<file path="src/design/fp_slice_pkg.sv">
// ----------------------------------------
// Shared definitions for the two-lane
// non-computational FP slice: formats,
// operation selectors, vector types and
// pipeline constants. Modules import it
// inside their bodies.
// ----------------------------------------

package fp_slice_pkg;

  // ----------------------------------------
  // Slice geometry
  // ----------------------------------------
  localparam int unsigned WIDTH         = 32;
  localparam int unsigned NUM_LANES     = 2;
  localparam int unsigned NUM_OPERANDS  = 2;
  localparam int unsigned NUM_PIPE_REGS = 2;
  localparam int unsigned FP16_WIDTH    = 16;  // Lane stride in the packed word

  // ----------------------------------------
  // Plain vector types
  // ----------------------------------------
  typedef logic [WIDTH-1:0] fp_word_t;
  typedef logic [31:0]      fp_lane_t;    // Lane 1 only fills the low half
  typedef logic [4:0]       fp_status_t;  // {NV, DZ, OF, UF, NX}
  typedef logic [NUM_LANES-1:0] lane_mask_t;
  typedef logic [3:0]       tag_t;
  typedef logic [1:0]       lane_aux_t;   // {vectorial, format}

  // Bit positions inside status and aux words
  localparam int unsigned STATUS_NV   = 4;
  localparam int unsigned AUX_VEC_BIT = 1;
  localparam int unsigned AUX_FMT_BIT = 0;

  // Canonical quiet NaNs
  localparam fp_lane_t    FP32_QNAN = 32'h7fc0_0000;
  localparam logic [15:0] FP16_QNAN = 16'h7e00;

  // ----------------------------------------
  // Enumerations
  // ----------------------------------------
  typedef enum logic {
    FMT_FP32 = 1'b0,
    FMT_FP16 = 1'b1
  } fp_fmt_e;

  typedef enum logic {
    OP_SGNJ   = 1'b0,
    OP_MINMAX = 1'b1
  } fp_op_e;

  // Rounding mode field, reused to pick the sub-operation
  // RNE: SGNJ / MIN, RTZ: SGNJN / MAX, RDN: SGNJX
  typedef enum logic [2:0] {
    RM_RNE = 3'b000,
    RM_RTZ = 3'b001,
    RM_RDN = 3'b010,
    RM_RUP = 3'b011,
    RM_RMM = 3'b100
  } fp_rm_e;

endpackage

</file>
<file path="src/design/fp_noncomp_core.sv">
// ----------------------------------------
// Combinational sign injection and min/max
// for one lane, FP32 or FP16. Operands are
// classified in the selected format; FP16
// results leave the upper half at zero.
// ----------------------------------------

`timescale 1ns/1ps

module fp_noncomp_core (
  input  fp_slice_pkg::fp_lane_t   op_a_i,
  input  fp_slice_pkg::fp_lane_t   op_b_i,
  input  fp_slice_pkg::fp_fmt_e    fmt_i,
  input  fp_slice_pkg::fp_op_e     op_i,
  input  fp_slice_pkg::fp_rm_e     rnd_mode_i,
  output fp_slice_pkg::fp_lane_t   result_o,
  output fp_slice_pkg::fp_status_t status_o
);

  import fp_slice_pkg::*;

  logic        sign_a, sign_b;
  logic [30:0] mag_a, mag_b;      // FP16 magnitudes are zero-extended
  logic        nan_a, nan_b;
  logic        snan_a, snan_b;
  logic [30:0] qnan_mag;          // Canonical NaN magnitude, sign is 0
  logic        a_lt_b;
  logic        res_sign;
  logic [30:0] res_mag;

  // ----------------------------------------
  // Operand classification
  // ----------------------------------------
  always_comb begin : classify
    if (fmt_i == FMT_FP16) begin
      sign_a   = op_a_i[15];
      sign_b   = op_b_i[15];
      mag_a    = {16'b0, op_a_i[14:0]};
      mag_b    = {16'b0, op_b_i[14:0]};
      nan_a    = (&op_a_i[14:10]) & (|op_a_i[9:0]);
      nan_b    = (&op_b_i[14:10]) & (|op_b_i[9:0]);
      snan_a   = nan_a & ~op_a_i[9];   // Quiet bit is mantissa MSB
      snan_b   = nan_b & ~op_b_i[9];
      qnan_mag = {16'b0, FP16_QNAN[14:0]};
    end else begin
      sign_a   = op_a_i[31];
      sign_b   = op_b_i[31];
      mag_a    = op_a_i[30:0];
      mag_b    = op_b_i[30:0];
      nan_a    = (&op_a_i[30:23]) & (|op_a_i[22:0]);
      nan_b    = (&op_b_i[30:23]) & (|op_b_i[22:0]);
      snan_a   = nan_a & ~op_a_i[22];
      snan_b   = nan_b & ~op_b_i[22];
      qnan_mag = FP32_QNAN[30:0];
    end
  end

  // Sign-magnitude ordering, -0 sorts below +0
  always_comb begin : order
    if (sign_a != sign_b) begin
      a_lt_b = sign_a;
    end else if (sign_a) begin
      a_lt_b = (mag_a > mag_b);  // Both negative
    end else begin
      a_lt_b = (mag_a < mag_b);
    end
  end

  // ----------------------------------------
  // Operation select
  // ----------------------------------------
  always_comb begin : operation
    res_sign = sign_a;
    res_mag  = mag_a;
    status_o = '0;
    case (op_i)
      OP_SGNJ: begin
        // Magnitude of A, sign from the selector
        case (rnd_mode_i)
          RM_RNE: res_sign = sign_b;
          RM_RTZ: res_sign = ~sign_b;
          RM_RDN: res_sign = sign_a ^ sign_b;
          default: begin  // Unsupported selector
            res_sign            = 1'b0;
            res_mag             = qnan_mag;
            status_o[STATUS_NV] = 1'b1;
          end
        endcase
      end
      OP_MINMAX: begin
        status_o[STATUS_NV] = snan_a | snan_b;
        if (nan_a && nan_b) begin
          res_sign = 1'b0;
          res_mag  = qnan_mag;
        end else if (nan_a) begin
          res_sign = sign_b;  // Single NaN yields the other operand
          res_mag  = mag_b;
        end else if (nan_b) begin
          res_sign = sign_a;
          res_mag  = mag_a;
        end else if (rnd_mode_i == RM_RNE) begin
          res_sign = a_lt_b ? sign_a : sign_b;  // Minimum
          res_mag  = a_lt_b ? mag_a : mag_b;
        end else if (rnd_mode_i == RM_RTZ) begin
          res_sign = a_lt_b ? sign_b : sign_a;  // Maximum
          res_mag  = a_lt_b ? mag_b : mag_a;
        end else begin
          res_sign            = 1'b0;
          res_mag             = qnan_mag;
          status_o[STATUS_NV] = 1'b1;
        end
      end
    endcase
  end

  // Repack in the selected format
  assign result_o = (fmt_i == FMT_FP16) ? {16'b0, res_sign, res_mag[14:0]}
                                        : {res_sign, res_mag};

endmodule

</file>
<file path="src/design/fp_lane_pipe.sv">
// ----------------------------------------
// Elastic register pipeline for one lane.
// Each stage has its own valid bit; ready
// runs backwards combinationally. Carries
// result, status, tag, mask and aux data.
// ----------------------------------------

`timescale 1ns/1ps

module fp_lane_pipe (
  input  logic                     clk_i,
  input  logic                     rst_n_i,
  input  fp_slice_pkg::fp_lane_t   result_i,
  input  fp_slice_pkg::fp_status_t status_i,
  input  fp_slice_pkg::tag_t       tag_i,
  input  logic                     mask_i,
  input  fp_slice_pkg::lane_aux_t  aux_i,
  input  logic                     in_valid_i,
  output logic                     in_ready_o,
  input  logic                     flush_i,
  output fp_slice_pkg::fp_lane_t   result_o,
  output fp_slice_pkg::fp_status_t status_o,
  output fp_slice_pkg::tag_t       tag_o,
  output logic                     mask_o,
  output fp_slice_pkg::lane_aux_t  aux_o,
  output logic                     out_valid_o,
  input  logic                     out_ready_i,
  output logic                     busy_o
);

  import fp_slice_pkg::*;

  // Index i is the value after i register stages
  logic       valid_q  [NUM_PIPE_REGS+1];
  logic       ready    [NUM_PIPE_REGS+1];
  fp_lane_t   result_q [NUM_PIPE_REGS+1];
  fp_status_t status_q [NUM_PIPE_REGS+1];
  tag_t       tag_q    [NUM_PIPE_REGS+1];
  logic       mask_q   [NUM_PIPE_REGS+1];
  lane_aux_t  aux_q    [NUM_PIPE_REGS+1];

  // Stage 0 is the input port
  assign valid_q[0]  = in_valid_i;
  assign result_q[0] = result_i;
  assign status_q[0] = status_i;
  assign tag_q[0]    = tag_i;
  assign mask_q[0]   = mask_i;
  assign aux_q[0]    = aux_i;

  for (genvar i = 0; i < NUM_PIPE_REGS; i++) begin : gen_stages
    // Advance when the next stage moves on or holds a bubble
    assign ready[i] = ready[i+1] | ~valid_q[i+1];

    always_ff @(posedge clk_i) begin
      if (!rst_n_i || flush_i) begin
        valid_q[i+1] <= 1'b0;
      end else if (ready[i]) begin
        valid_q[i+1] <= valid_q[i];
      end
    end

    always_ff @(posedge clk_i) begin
      if (ready[i] && valid_q[i]) begin  // Load only real data
        result_q[i+1] <= result_q[i];
        status_q[i+1] <= status_q[i];
        tag_q[i+1]    <= tag_q[i];
        mask_q[i+1]   <= mask_q[i];
        aux_q[i+1]    <= aux_q[i];
      end
    end
  end

  assign ready[NUM_PIPE_REGS] = out_ready_i;  // Downstream drives the last stage
  assign in_ready_o           = ready[0];

  // ----------------------------------------
  // Output side
  // ----------------------------------------
  assign out_valid_o = valid_q[NUM_PIPE_REGS];
  assign result_o    = result_q[NUM_PIPE_REGS];
  assign status_o    = status_q[NUM_PIPE_REGS];
  assign tag_o       = tag_q[NUM_PIPE_REGS];
  assign mask_o      = mask_q[NUM_PIPE_REGS];
  assign aux_o       = aux_q[NUM_PIPE_REGS];

  always_comb begin : busy_detect
    busy_o = 1'b0;
    for (int unsigned i = 1; i <= NUM_PIPE_REGS; i++) begin
      busy_o |= valid_q[i];
    end
  end

endmodule

</file>
<file path="src/design/fp_result_packer.sv">
// ----------------------------------------
// Builds the 32-bit result word from the
// lane outputs. FP16 results are NaN-boxed
// when lane 1 is idle. Lane flags are
// merged under the SIMD mask.
// ----------------------------------------

`timescale 1ns/1ps

module fp_result_packer (
  input  fp_slice_pkg::fp_lane_t   lane0_result_i,
  input  fp_slice_pkg::fp_lane_t   lane1_result_i,
  input  fp_slice_pkg::fp_status_t lane0_status_i,
  input  fp_slice_pkg::fp_status_t lane1_status_i,
  input  fp_slice_pkg::lane_mask_t lane_mask_i,
  input  logic                     lane1_valid_i,
  input  fp_slice_pkg::lane_aux_t  aux_i,
  output fp_slice_pkg::fp_word_t   result_o,
  output fp_slice_pkg::fp_status_t status_o
);

  import fp_slice_pkg::*;

  fp_fmt_e     result_fmt;
  logic [15:0] upper_half;
  fp_status_t  lane0_flags, lane1_flags;

  // Aux word travels with lane 0
  assign result_fmt = fp_fmt_e'(aux_i[AUX_FMT_BIT]);

  // ----------------------------------------
  // Result assembly
  // ----------------------------------------
  assign upper_half = lane1_valid_i ? lane1_result_i[FP16_WIDTH-1:0] : 16'hffff;

  always_comb begin : pack
    if (result_fmt == FMT_FP16) begin
      result_o = {upper_half, lane0_result_i[FP16_WIDTH-1:0]};
    end else begin
      result_o = lane0_result_i;
    end
  end

  // ----------------------------------------
  // Status collapse
  // ----------------------------------------
  assign lane0_flags = lane0_status_i & {5{lane_mask_i[0]}};
  assign lane1_flags = lane1_valid_i ? (lane1_status_i & {5{lane_mask_i[1]}}) : '0;
  assign status_o    = lane0_flags | lane1_flags;

endmodule

</file>
<file path="src/design/fp_noncomp_slice.sv">
// ----------------------------------------
// Two-lane SIMD slice for sign injection
// and min/max. FP32 runs on lane 0, FP16
// vectors use both lanes. Valid/ready in,
// valid/ready out, with flush and busy.
// ----------------------------------------

`timescale 1ns/1ps

module fp_noncomp_slice (
  input  logic                     clk_i,
  input  logic                     rst_n_i,
  input  fp_slice_pkg::fp_word_t   operand_a_i,
  input  fp_slice_pkg::fp_word_t   operand_b_i,
  input  fp_slice_pkg::fp_op_e     op_i,
  input  fp_slice_pkg::fp_rm_e     rnd_mode_i,
  input  fp_slice_pkg::fp_fmt_e    fmt_i,
  input  logic                     vectorial_op_i,
  input  fp_slice_pkg::lane_mask_t simd_mask_i,
  input  fp_slice_pkg::tag_t       tag_i,
  input  logic                     in_valid_i,
  output logic                     in_ready_o,
  input  logic                     flush_i,
  output fp_slice_pkg::fp_word_t   result_o,
  output fp_slice_pkg::fp_status_t status_o,
  output fp_slice_pkg::tag_t       tag_o,
  output logic                     out_valid_o,
  input  logic                     out_ready_i,
  output logic                     busy_o
);

  import fp_slice_pkg::*;

  fp_word_t   operands [NUM_OPERANDS];
  lane_aux_t  aux_data;
  logic       lane1_active;      // Input op needs the upper lane
  logic       result_vec_fp16;   // Output op occupies the upper lane

  logic       lane_in_ready  [NUM_LANES];
  logic       lane_out_valid [NUM_LANES];
  logic       lane_busy      [NUM_LANES];
  fp_lane_t   lane_result    [NUM_LANES];
  fp_status_t lane_status    [NUM_LANES];
  tag_t       lane_tag       [NUM_LANES];
  lane_aux_t  lane_aux       [NUM_LANES];
  lane_mask_t lane_masks;

  // ----------------------------------------
  // Input side
  // ----------------------------------------
  assign operands[0]  = operand_a_i;
  assign operands[1]  = operand_b_i;
  assign lane1_active = vectorial_op_i & (fmt_i == FMT_FP16);
  assign aux_data     = {vectorial_op_i, fmt_i};

  // Lane 1 holds a subset of lane 0's ops and has room whenever lane 0 does
  assign in_ready_o = lane_in_ready[0];

  // ----------------------------------------
  // Lanes
  // ----------------------------------------
  for (genvar lane = 0; lane < NUM_LANES; lane++) begin : gen_lanes
    fp_lane_t   local_ops [NUM_OPERANDS];
    fp_lane_t   core_result;
    fp_status_t core_status;
    logic       in_valid, out_ready;

    // Upper bits above the lane are ignored by the core
    always_comb begin : slice_operands
      for (int unsigned i = 0; i < NUM_OPERANDS; i++) begin
        local_ops[i] = operands[i] >> (lane * FP16_WIDTH);
      end
    end

    assign in_valid  = in_valid_i & ((lane == 0) | lane1_active);
    assign out_ready = out_ready_i & ((lane == 0) | result_vec_fp16);

    fp_noncomp_core i_core (
      .op_a_i     ( local_ops[0] ),
      .op_b_i     ( local_ops[1] ),
      .fmt_i      ( fmt_i        ),
      .op_i       ( op_i         ),
      .rnd_mode_i ( rnd_mode_i   ),
      .result_o   ( core_result  ),
      .status_o   ( core_status  )
    );

    fp_lane_pipe i_pipe (
      .clk_i       ( clk_i                ),
      .rst_n_i     ( rst_n_i              ),
      .result_i    ( core_result          ),
      .status_i    ( core_status          ),
      .tag_i       ( tag_i                ),
      .mask_i      ( simd_mask_i[lane]    ),
      .aux_i       ( aux_data             ),
      .in_valid_i  ( in_valid             ),
      .in_ready_o  ( lane_in_ready[lane]  ),
      .flush_i     ( flush_i              ),
      .result_o    ( lane_result[lane]    ),
      .status_o    ( lane_status[lane]    ),
      .tag_o       ( lane_tag[lane]       ),
      .mask_o      ( lane_masks[lane]     ),
      .aux_o       ( lane_aux[lane]       ),
      .out_valid_o ( lane_out_valid[lane] ),
      .out_ready_i ( out_ready            ),
      .busy_o      ( lane_busy[lane]      )
    );
  end

  // ----------------------------------------
  // Output side
  // ----------------------------------------
  assign result_vec_fp16 = lane_aux[0][AUX_VEC_BIT] &
                           (fp_fmt_e'(lane_aux[0][AUX_FMT_BIT]) == FMT_FP16);

  fp_result_packer i_packer (
    .lane0_result_i ( lane_result[0]                       ),
    .lane1_result_i ( lane_result[1]                       ),
    .lane0_status_i ( lane_status[0]                       ),
    .lane1_status_i ( lane_status[1]                       ),
    .lane_mask_i    ( lane_masks                           ),
    .lane1_valid_i  ( lane_out_valid[1] & result_vec_fp16  ),
    .aux_i          ( lane_aux[0]                          ),
    .result_o       ( result_o                             ),
    .status_o       ( status_o                             )
  );

  assign tag_o       = lane_tag[0];        // Lane 0 owns the tag
  assign out_valid_o = lane_out_valid[0];
  assign busy_o      = lane_busy[0] | lane_busy[1];

endmodule

</file>
<file path="config.mk">
export PLATFORM = sky130hd
export DESIGN_NAME = fp_noncomp_slice
export DESIGN_NICKNAME = d
export VERILOG_FILES = /design/src/design/fp_slice_pkg.sv /design/src/design/fp_noncomp_core.sv /design/src/design/fp_lane_pipe.sv /design/src/design/fp_result_packer.sv /design/src/design/fp_noncomp_slice.sv
export SDC_FILE = /design/constraint.sdc
export NUM_CORES = 1
export LEC_CHECK = 0
export ABC_CLOCK_PERIOD_IN_PS = 7690
export CAP_MARGIN = 0
export CORE_ASPECT_RATIO = 1.5
export CORE_MARGIN = 8
export CORE_UTILIZATION = 55
export CTS_BUF_LIST = sky130_fd_sc_hd__clkbuf_8
export DETAILED_ROUTE_END_ITERATION = 16
export DONT_BUFFER_PORTS = 1
export GPL_TIMING_DRIVEN = 0
export PLACE_DENSITY = 0.7
export SETUP_SLACK_MARGIN = 0.1
export SLEW_MARGIN = 20
export SYNTH_ARGS = -nofsm -noshare
export SYNTH_HDL_FRONTEND = slang
export SYNTH_SLANG_ARGS = --single-unit
</file>
<file path="constraint.sdc">
create_clock -name clk_i -period 7.69 [get_ports clk_i]
set_clock_uncertainty 0.05 [all_clocks]
set_input_delay 1.1535 -clock clk_i [delete_from_list [all_inputs] [get_ports clk_i]]
set_output_delay 1.1535 -clock clk_i [all_outputs]
set_load 0.1 [all_outputs]
</file>
After elaboration in Yosys (flattened, before gate mapping)

Index checks and enable logic that the tools add are counted.

Mux-type cells: 75
Bitwise logic cells: 44
$lt $le $gt $ge: 4
Equality and inequality tests: 4
Reduce and logical (&&, ||, !) cells: 22

Operators by type and width:

| kind                                          | count |
|---|---|
| two-way mux 31 bit                            | 11 |
| two-way mux 16 bit                            | 13 |
| case mux 31 bit (2 select lines)              | 1 |
| OR reduction 23 bit                           | 2 |
| two-way mux 1 bit                             | 41 |
| OR reduction 10 bit                           | 4 |
| two-way mux 32 bit                            | 1 |
| case mux 16 bit (2 select lines)              | 1 |
| > comparator 31 bit                           | 1 |
| < comparator 31 bit                           | 1 |
| AND reduction 5 bit                           | 4 |
| AND 1 bit                                     | 17 |
| > comparator 16 bit                           | 1 |
| < comparator 16 bit                           | 1 |
| AND reduction 8 bit                           | 2 |
| inverter 1 bit                                | 13 |
| AND 5 bit                                     | 2 |
| OR 1 bit                                      | 9 |
| case mux 1 bit (2 select lines)               | 4 |
| logical AND 1 bit                             | 6 |
| case mux 1 bit (3 select lines)               | 2 |
| two-way mux 5 bit                             | 1 |
| OR 5 bit                                      | 1 |
| == test 3 x 1 -> 1 bit, second input constant | 1 |
| 7 further kinds                               | 9 |

Output and inout bits: 44
Input port bits: 81
Register bits: 120
Logic and storage cells: 170

Logic depth before layout (Yosys ltp)

Word-level depth: 12
Depth in mapped cells: 19
Depth with buffers taken out: 13

Modules after synthesis

Synthesis repeated with hierarchy kept, for this count alone.

Cell total of the unflattened synthesis: 1,154
Area total of the unflattened synthesis: 11,893.9 µm²

Modules (own cells, without submodules):

| module                                 | cells an instance | area each (µm²) | times used | seq. area each (µm²) |
|---|---|---|---|---|
| fp_lane_pipe                           | 143               | 3,080.5         | 2          | 2,682.6 |
| fp_noncomp_core at gen_lanes[1].i_core | 429               | 2,757.6         | 1          | 0.0 |
| fp_noncomp_core at gen_lanes[0].i_core | 388               | 2,570.0         | 1          | 0.0 |
| fp_result_packer                       | 46                | 376.6           | 1          | 0.0 |
| fp_noncomp_slice                       | 5                 | 28.8            | 1          | 0.0 |

Worst setup path after synthesis

OpenSTA, ideal clock, no wires.

Path type: input to register
Start: in fmt_i
End: reg gen_lanes[0].i_pipe.result_q[53] (netlist bit), data pin
Stages on the path: 19
Library setup time: 0.257 ns
Setup slack: 2.723 ns
Path buffers: 8
Required time: 7.383 ns
Arrival time: 4.661 ns
Cells stage by stage: buf_2 -> buf_2 -> buf_1 -> clkbuf_1 -> buf_1 -> nor2_1 -> ha_1 -> a21oi_1 -> o21ai_0 -> a221oi_1 -> nand2_1 -> a311oi_1 -> and4bb_1 -> buf_4 -> o21ai_1 -> and3_4 -> buf_6 -> buf_6 -> a32o_1

Cells in the longest elaborated chain, start to end: 11
Elaborated cells on any way between the ends: 21
Classes of those cells: order compare (2); eq/ne (1); mux (17); reduce/logical (1)

RTL lines:

| item                                                       | line                                         | RTL |
|---|---|---|
| from (decl)                                                | fp_noncomp_slice.sv:17                       | `input fp_slice_pkg::fp_fmt_e fmt_i,` |
| two-way mux 31 bit                                         | fp_noncomp_core.sv:35                        | `if (fmt_i == FMT_FP16) begin` |
| < comparator 31 bit or > comparator 31 bit (tied branches) | fp_noncomp_core.sv:65, fp_noncomp_core.sv:63 |  |
| two-way mux 1 bit                                          | fp_noncomp_core.sv:62                        | `end else if (sign_a) begin` |
| two-way mux 1 bit                                          | fp_noncomp_core.sv:60                        | `if (sign_a != sign_b) begin` |
| two-way mux 31 bit                                         | fp_noncomp_core.sv:106                       | `res_mag = a_lt_b ? mag_b : mag_a;` |
| two-way mux 31 bit                                         | fp_noncomp_core.sv:104                       | `end else if (rnd_mode_i == RM_RTZ) begin` |
| two-way mux 31 bit                                         | fp_noncomp_core.sv:101                       | `end else if (rnd_mode_i == RM_RNE) begin` |
| two-way mux 31 bit                                         | fp_noncomp_core.sv:98                        | `end else if (nan_b) begin` |
| two-way mux 31 bit                                         | fp_noncomp_core.sv:95                        | `end else if (nan_a) begin` |
| two-way mux 31 bit                                         | fp_noncomp_core.sv:92                        | `if (nan_a && nan_b) begin` |
| case mux 31 bit (2 select lines)                           | fp_noncomp_core.sv:76                        | `case (op_i)` |
| to (signal, indexed assignment)                            | fp_lane_pipe.sv:64                           | `result_q[i+1] <= result_q[i];` |
| to (decl)                                                  | fp_lane_pipe.sv:36                           | `fp_lane_t result_q [NUM_PIPE_REGS+1];` |

Several ways; a longest one is shown, not always the timed one.
A chain may end at the register's enable or synchronous reset.

Worst setup path after layout

Start: in fmt_i
End: reg gen_lanes[0].i_pipe.result_q[58] (netlist bit), data pin

Same word-level chain as after synthesis.

==> impl_metrics.ini <==
[floorplan]
dieArea_um2 = 18200
core_area_um2 = 13900
die_h_um = 161
num_io_pins = 125
initial_core_util_pct = 55.6
rows = 53
fp.dieW_um = 113

[worst_hold_path]
whs_path_depth = 0
hold_path_class = reg2reg
min-delay-start = gen_lanes[1].i_pipe.result_q[37]
worstHoldEndpoint = gen_lanes[1].i_pipe.result_o[5]

[timing]
tightestPinTransition_ns = 1.14
hold_viol = 0
fmax_mhz = 147
finalSetupViolCount = 0
rsz0062_at_grt = false
fin_crit_ns = 6.82
finalSetupTns_ns = 0
maxSlewViolCount = 0
final.period_utilization_pct = 88.7
slew_headroom_pct = 24.1

[routing]
routed_wl_um = 25800
avgViaCountPerCell = 6.91
drc_errors = 0
num_vias = 6769
wl_per_cell_um = 26.3
firstDrtPassIters = 6
postRouteAntennaNets = 0
drt-initial-drc-count = 724

[worst_setup_path]
start_kind = primary input
cp_data_arrival_time_ns = 6.97
timing.rr.start = gen_lanes[0].i_pipe.out_valid_o
end_kind = flop
regToRegSetupSlack_ns = 4.46
worstSetupPathType = in2reg
r2r_cells = 4
required_ns = 7.84
crit_path_max_fanout = 10
reg2reg_to = gen_lanes[0].i_pipe.result_q[41]

[yosys]
synthCells = 778
syn_avg_cell_area_um2 = 9.96
synth_seq_cells = 120
yosys-top-cells-area = edfxtp_1, ha_1, nand2_1
yosys.cell_types.count = 74
ys_top_cells_by_count = edfxtp_1, nand2_1, nor2_1
synth.largest_area_cell = edfxtp_1
async_reset_ff_share_pct = 0
synth_edf_count = 116
ys_seq_area_share_pct = 46.0
syn_area_um2 = 7750
synth.most_common_cell = edfxtp_1
synth_top_area_share_pct = 45.0
synthFlopType = edfxtp_1
yosysWarnings = 0

[status]
outcome = complete, no violations

[clocking]
post_cts_buffers = 0
cts_root_buffer = clkbuf_8
cts_buffers = 17
cts_tree = built
cts.clk_slew.worst_paths_ns = 0.06
post_cts_resized = 0
clkLatencyLatePin_ns = 0.41
htree_levels = 4
clk_path_buf_depth = 2
cts_sinks = 120
hold_buffers = 0

[placed_design]
dp_hpwl_um = 20300
place.gp.congestion = 0.996
dp.cells = 950
portBuffers = 0

[cells_and_area]
area_growth_syn_to_layout_pct = 9.13
num-nets-final = 932
n_fill_cell = 1186
layout-drive-gt1-share_pct = 10.7
fin_cells = 980
n_antenna_cell = 0

[grt]
grt_start_max_net_pins = 30
grt_overflow_total = 0
grt_pass1_vias = 6729
antenna_found_initial = 1
grt.total_usage_pct = 28.1
grt_pass1_wl_um = 38500

[power]
power_density_nw_per_um2 = 195
p_leak_nw = 3.20
irDropWorstVdd_mv = 0.106

[job]
maxCapViolCount = 0
[critical path, stage by stage]
cell and delay (ns):
buf_2 0.20, buf_2 0.30, buf_1 0.52, clkbuf_1 0.55, buf_1 0.49, nor2_1 0.15, ha_1 0.33, a21oi_1 0.16
o21ai_0 0.26, a221oi_1 0.99, nand2_1 0.27, a311oi_1 0.31, and4bb_1 0.25, buf_4 0.19, mux2_1 0.33, a21o_1 0.19
a221oi_1 0.33
[state kept, by name, summed over array words and instances (netlist names)]
signal and count:
gen_lanes.i_pipe.aux_o 2, gen_lanes.i_pipe.out_valid_o 2, gen_lanes.i_pipe.result_o 48, gen_lanes.i_pipe.result_q 48, gen_lanes.i_pipe.status_o 2, gen_lanes.i_pipe.valid_q 2, gen_lanes.i_pipe.mask_o 2, gen_lanes.i_pipe.tag_q 4
gen_lanes.i_pipe.aux_q 2, gen_lanes.i_pipe.tag_o 4, gen_lanes.i_pipe.status_q 2, gen_lanes.i_pipe.mask_q 2
[layout make-up]
class / count / area, µm² / share of cell area (%)
Buffer: 63 / 357 / 4.22
Clock buffer: 17 / 234 / 2.77
Clock inverter: 13 / 165 / 1.95
Inverter: 47 / 176 / 2.09
Multi-Input combinational cell: 551 / 3680 / 43.6
Sequential cell: 120 / 3560 / 42.2
Tap cell: 165 / 206 / 2.44
Timing Repair Buffer: 4 / 66.3 / 0.784
[placed cells by master, fill, tap and decap left out, types with 10 or more instances in the layout]
cell type / n
a211oi_1: 10
a21oi_1: 46
a221oi_1: 15
a22o_1: 13
and3_1: 14
buf_4: 25
clkbuf_1: 23
clkbuf_8: 17
edfxtp_1: 116
ha_1: 47
inv_1: 47
nand2_1: 79
nand3_1: 18
nand4_1: 17
nor2_1: 66
nor2b_1: 12
nor4_1: 11
o2111ai_1: 11
o21ai_0: 28
o22a_1: 16
o22ai_1: 14
[cell families after synthesis]
| logic type | share of synthesized area (%) |
|---|---|
| AND/OR/NAND/NOR | 16.1 |
| adder cells (fa/ha/maj) | 7.59 |
| flip-flops | 46.0 |
| multiplexers | 1.24 |
| buffers and inverters | 6.88 |
| other | 0.0484 |
| XOR/XNOR | 0.113 |
| AO/OA/AOI/OAI | 22.0 |
[how the worst max path moves through the flow]
| stage | start | to | slack [ns] | depth (start not counted) |
|---|---|---|---|---|
| after CTS | fmt_i | gen_lanes[0].i_pipe.result_q[58] | 1.09 | 17 |
| final | fmt_i | gen_lanes[0].i_pipe.result_q[58] | 0.87 | 17 |
| after global routing | fmt_i | gen_lanes[0].i_pipe.result_q[58] | 0.67 | 17 |
| after floorplan | fmt_i | gen_lanes[0].i_pipe.result_q[53] | 2.72 | 19 |
| after global placement | fmt_i | gen_lanes[0].i_pipe.result_q[58] | 0.70 | 17 |
| after detailed placement | fmt_i | gen_lanes[0].i_pipe.result_q[58] | 0.63 | 17 |
[power breakdown]
group          internal, mW  total [mW]  switching (mW)  leakage [nW]
Clock                 0.343       0.563           0.220         0.210
Combinational        0.0970       0.325           0.228          1.87
Sequential            0.752       0.761         0.00849          1.12
Total                  1.19        1.65           0.457          3.20
[per-stage QoR]
step                      total power, mW  area, µm²  hold WS, ns  util, %  setup slack, ns
after floorplan                      1.01       7760        0.350        -             2.72
after global placement               1.08       7960        0.351     57.2            0.703
after detailed placement             1.09       8050        0.355     57.8            0.626
after CTS                            1.65       8450        0.362     60.7             1.09
after global routing                 1.71       8450        0.370     60.7            0.674
final                                1.65       8450        0.365     60.7            0.872
[metal layers]
metal / track usage (%) / routed length (µm) / vias to the layer above
li1: - / - / 3032
met1: 29.5 / 8680 / 3202
met2: 48.6 / 13000 / 436
met3: 9.01 / 2840 / 97
met4: 15.6 / 1270 / 2
met5: 0 / 15 / -
(Power assumes the default switching activity.)
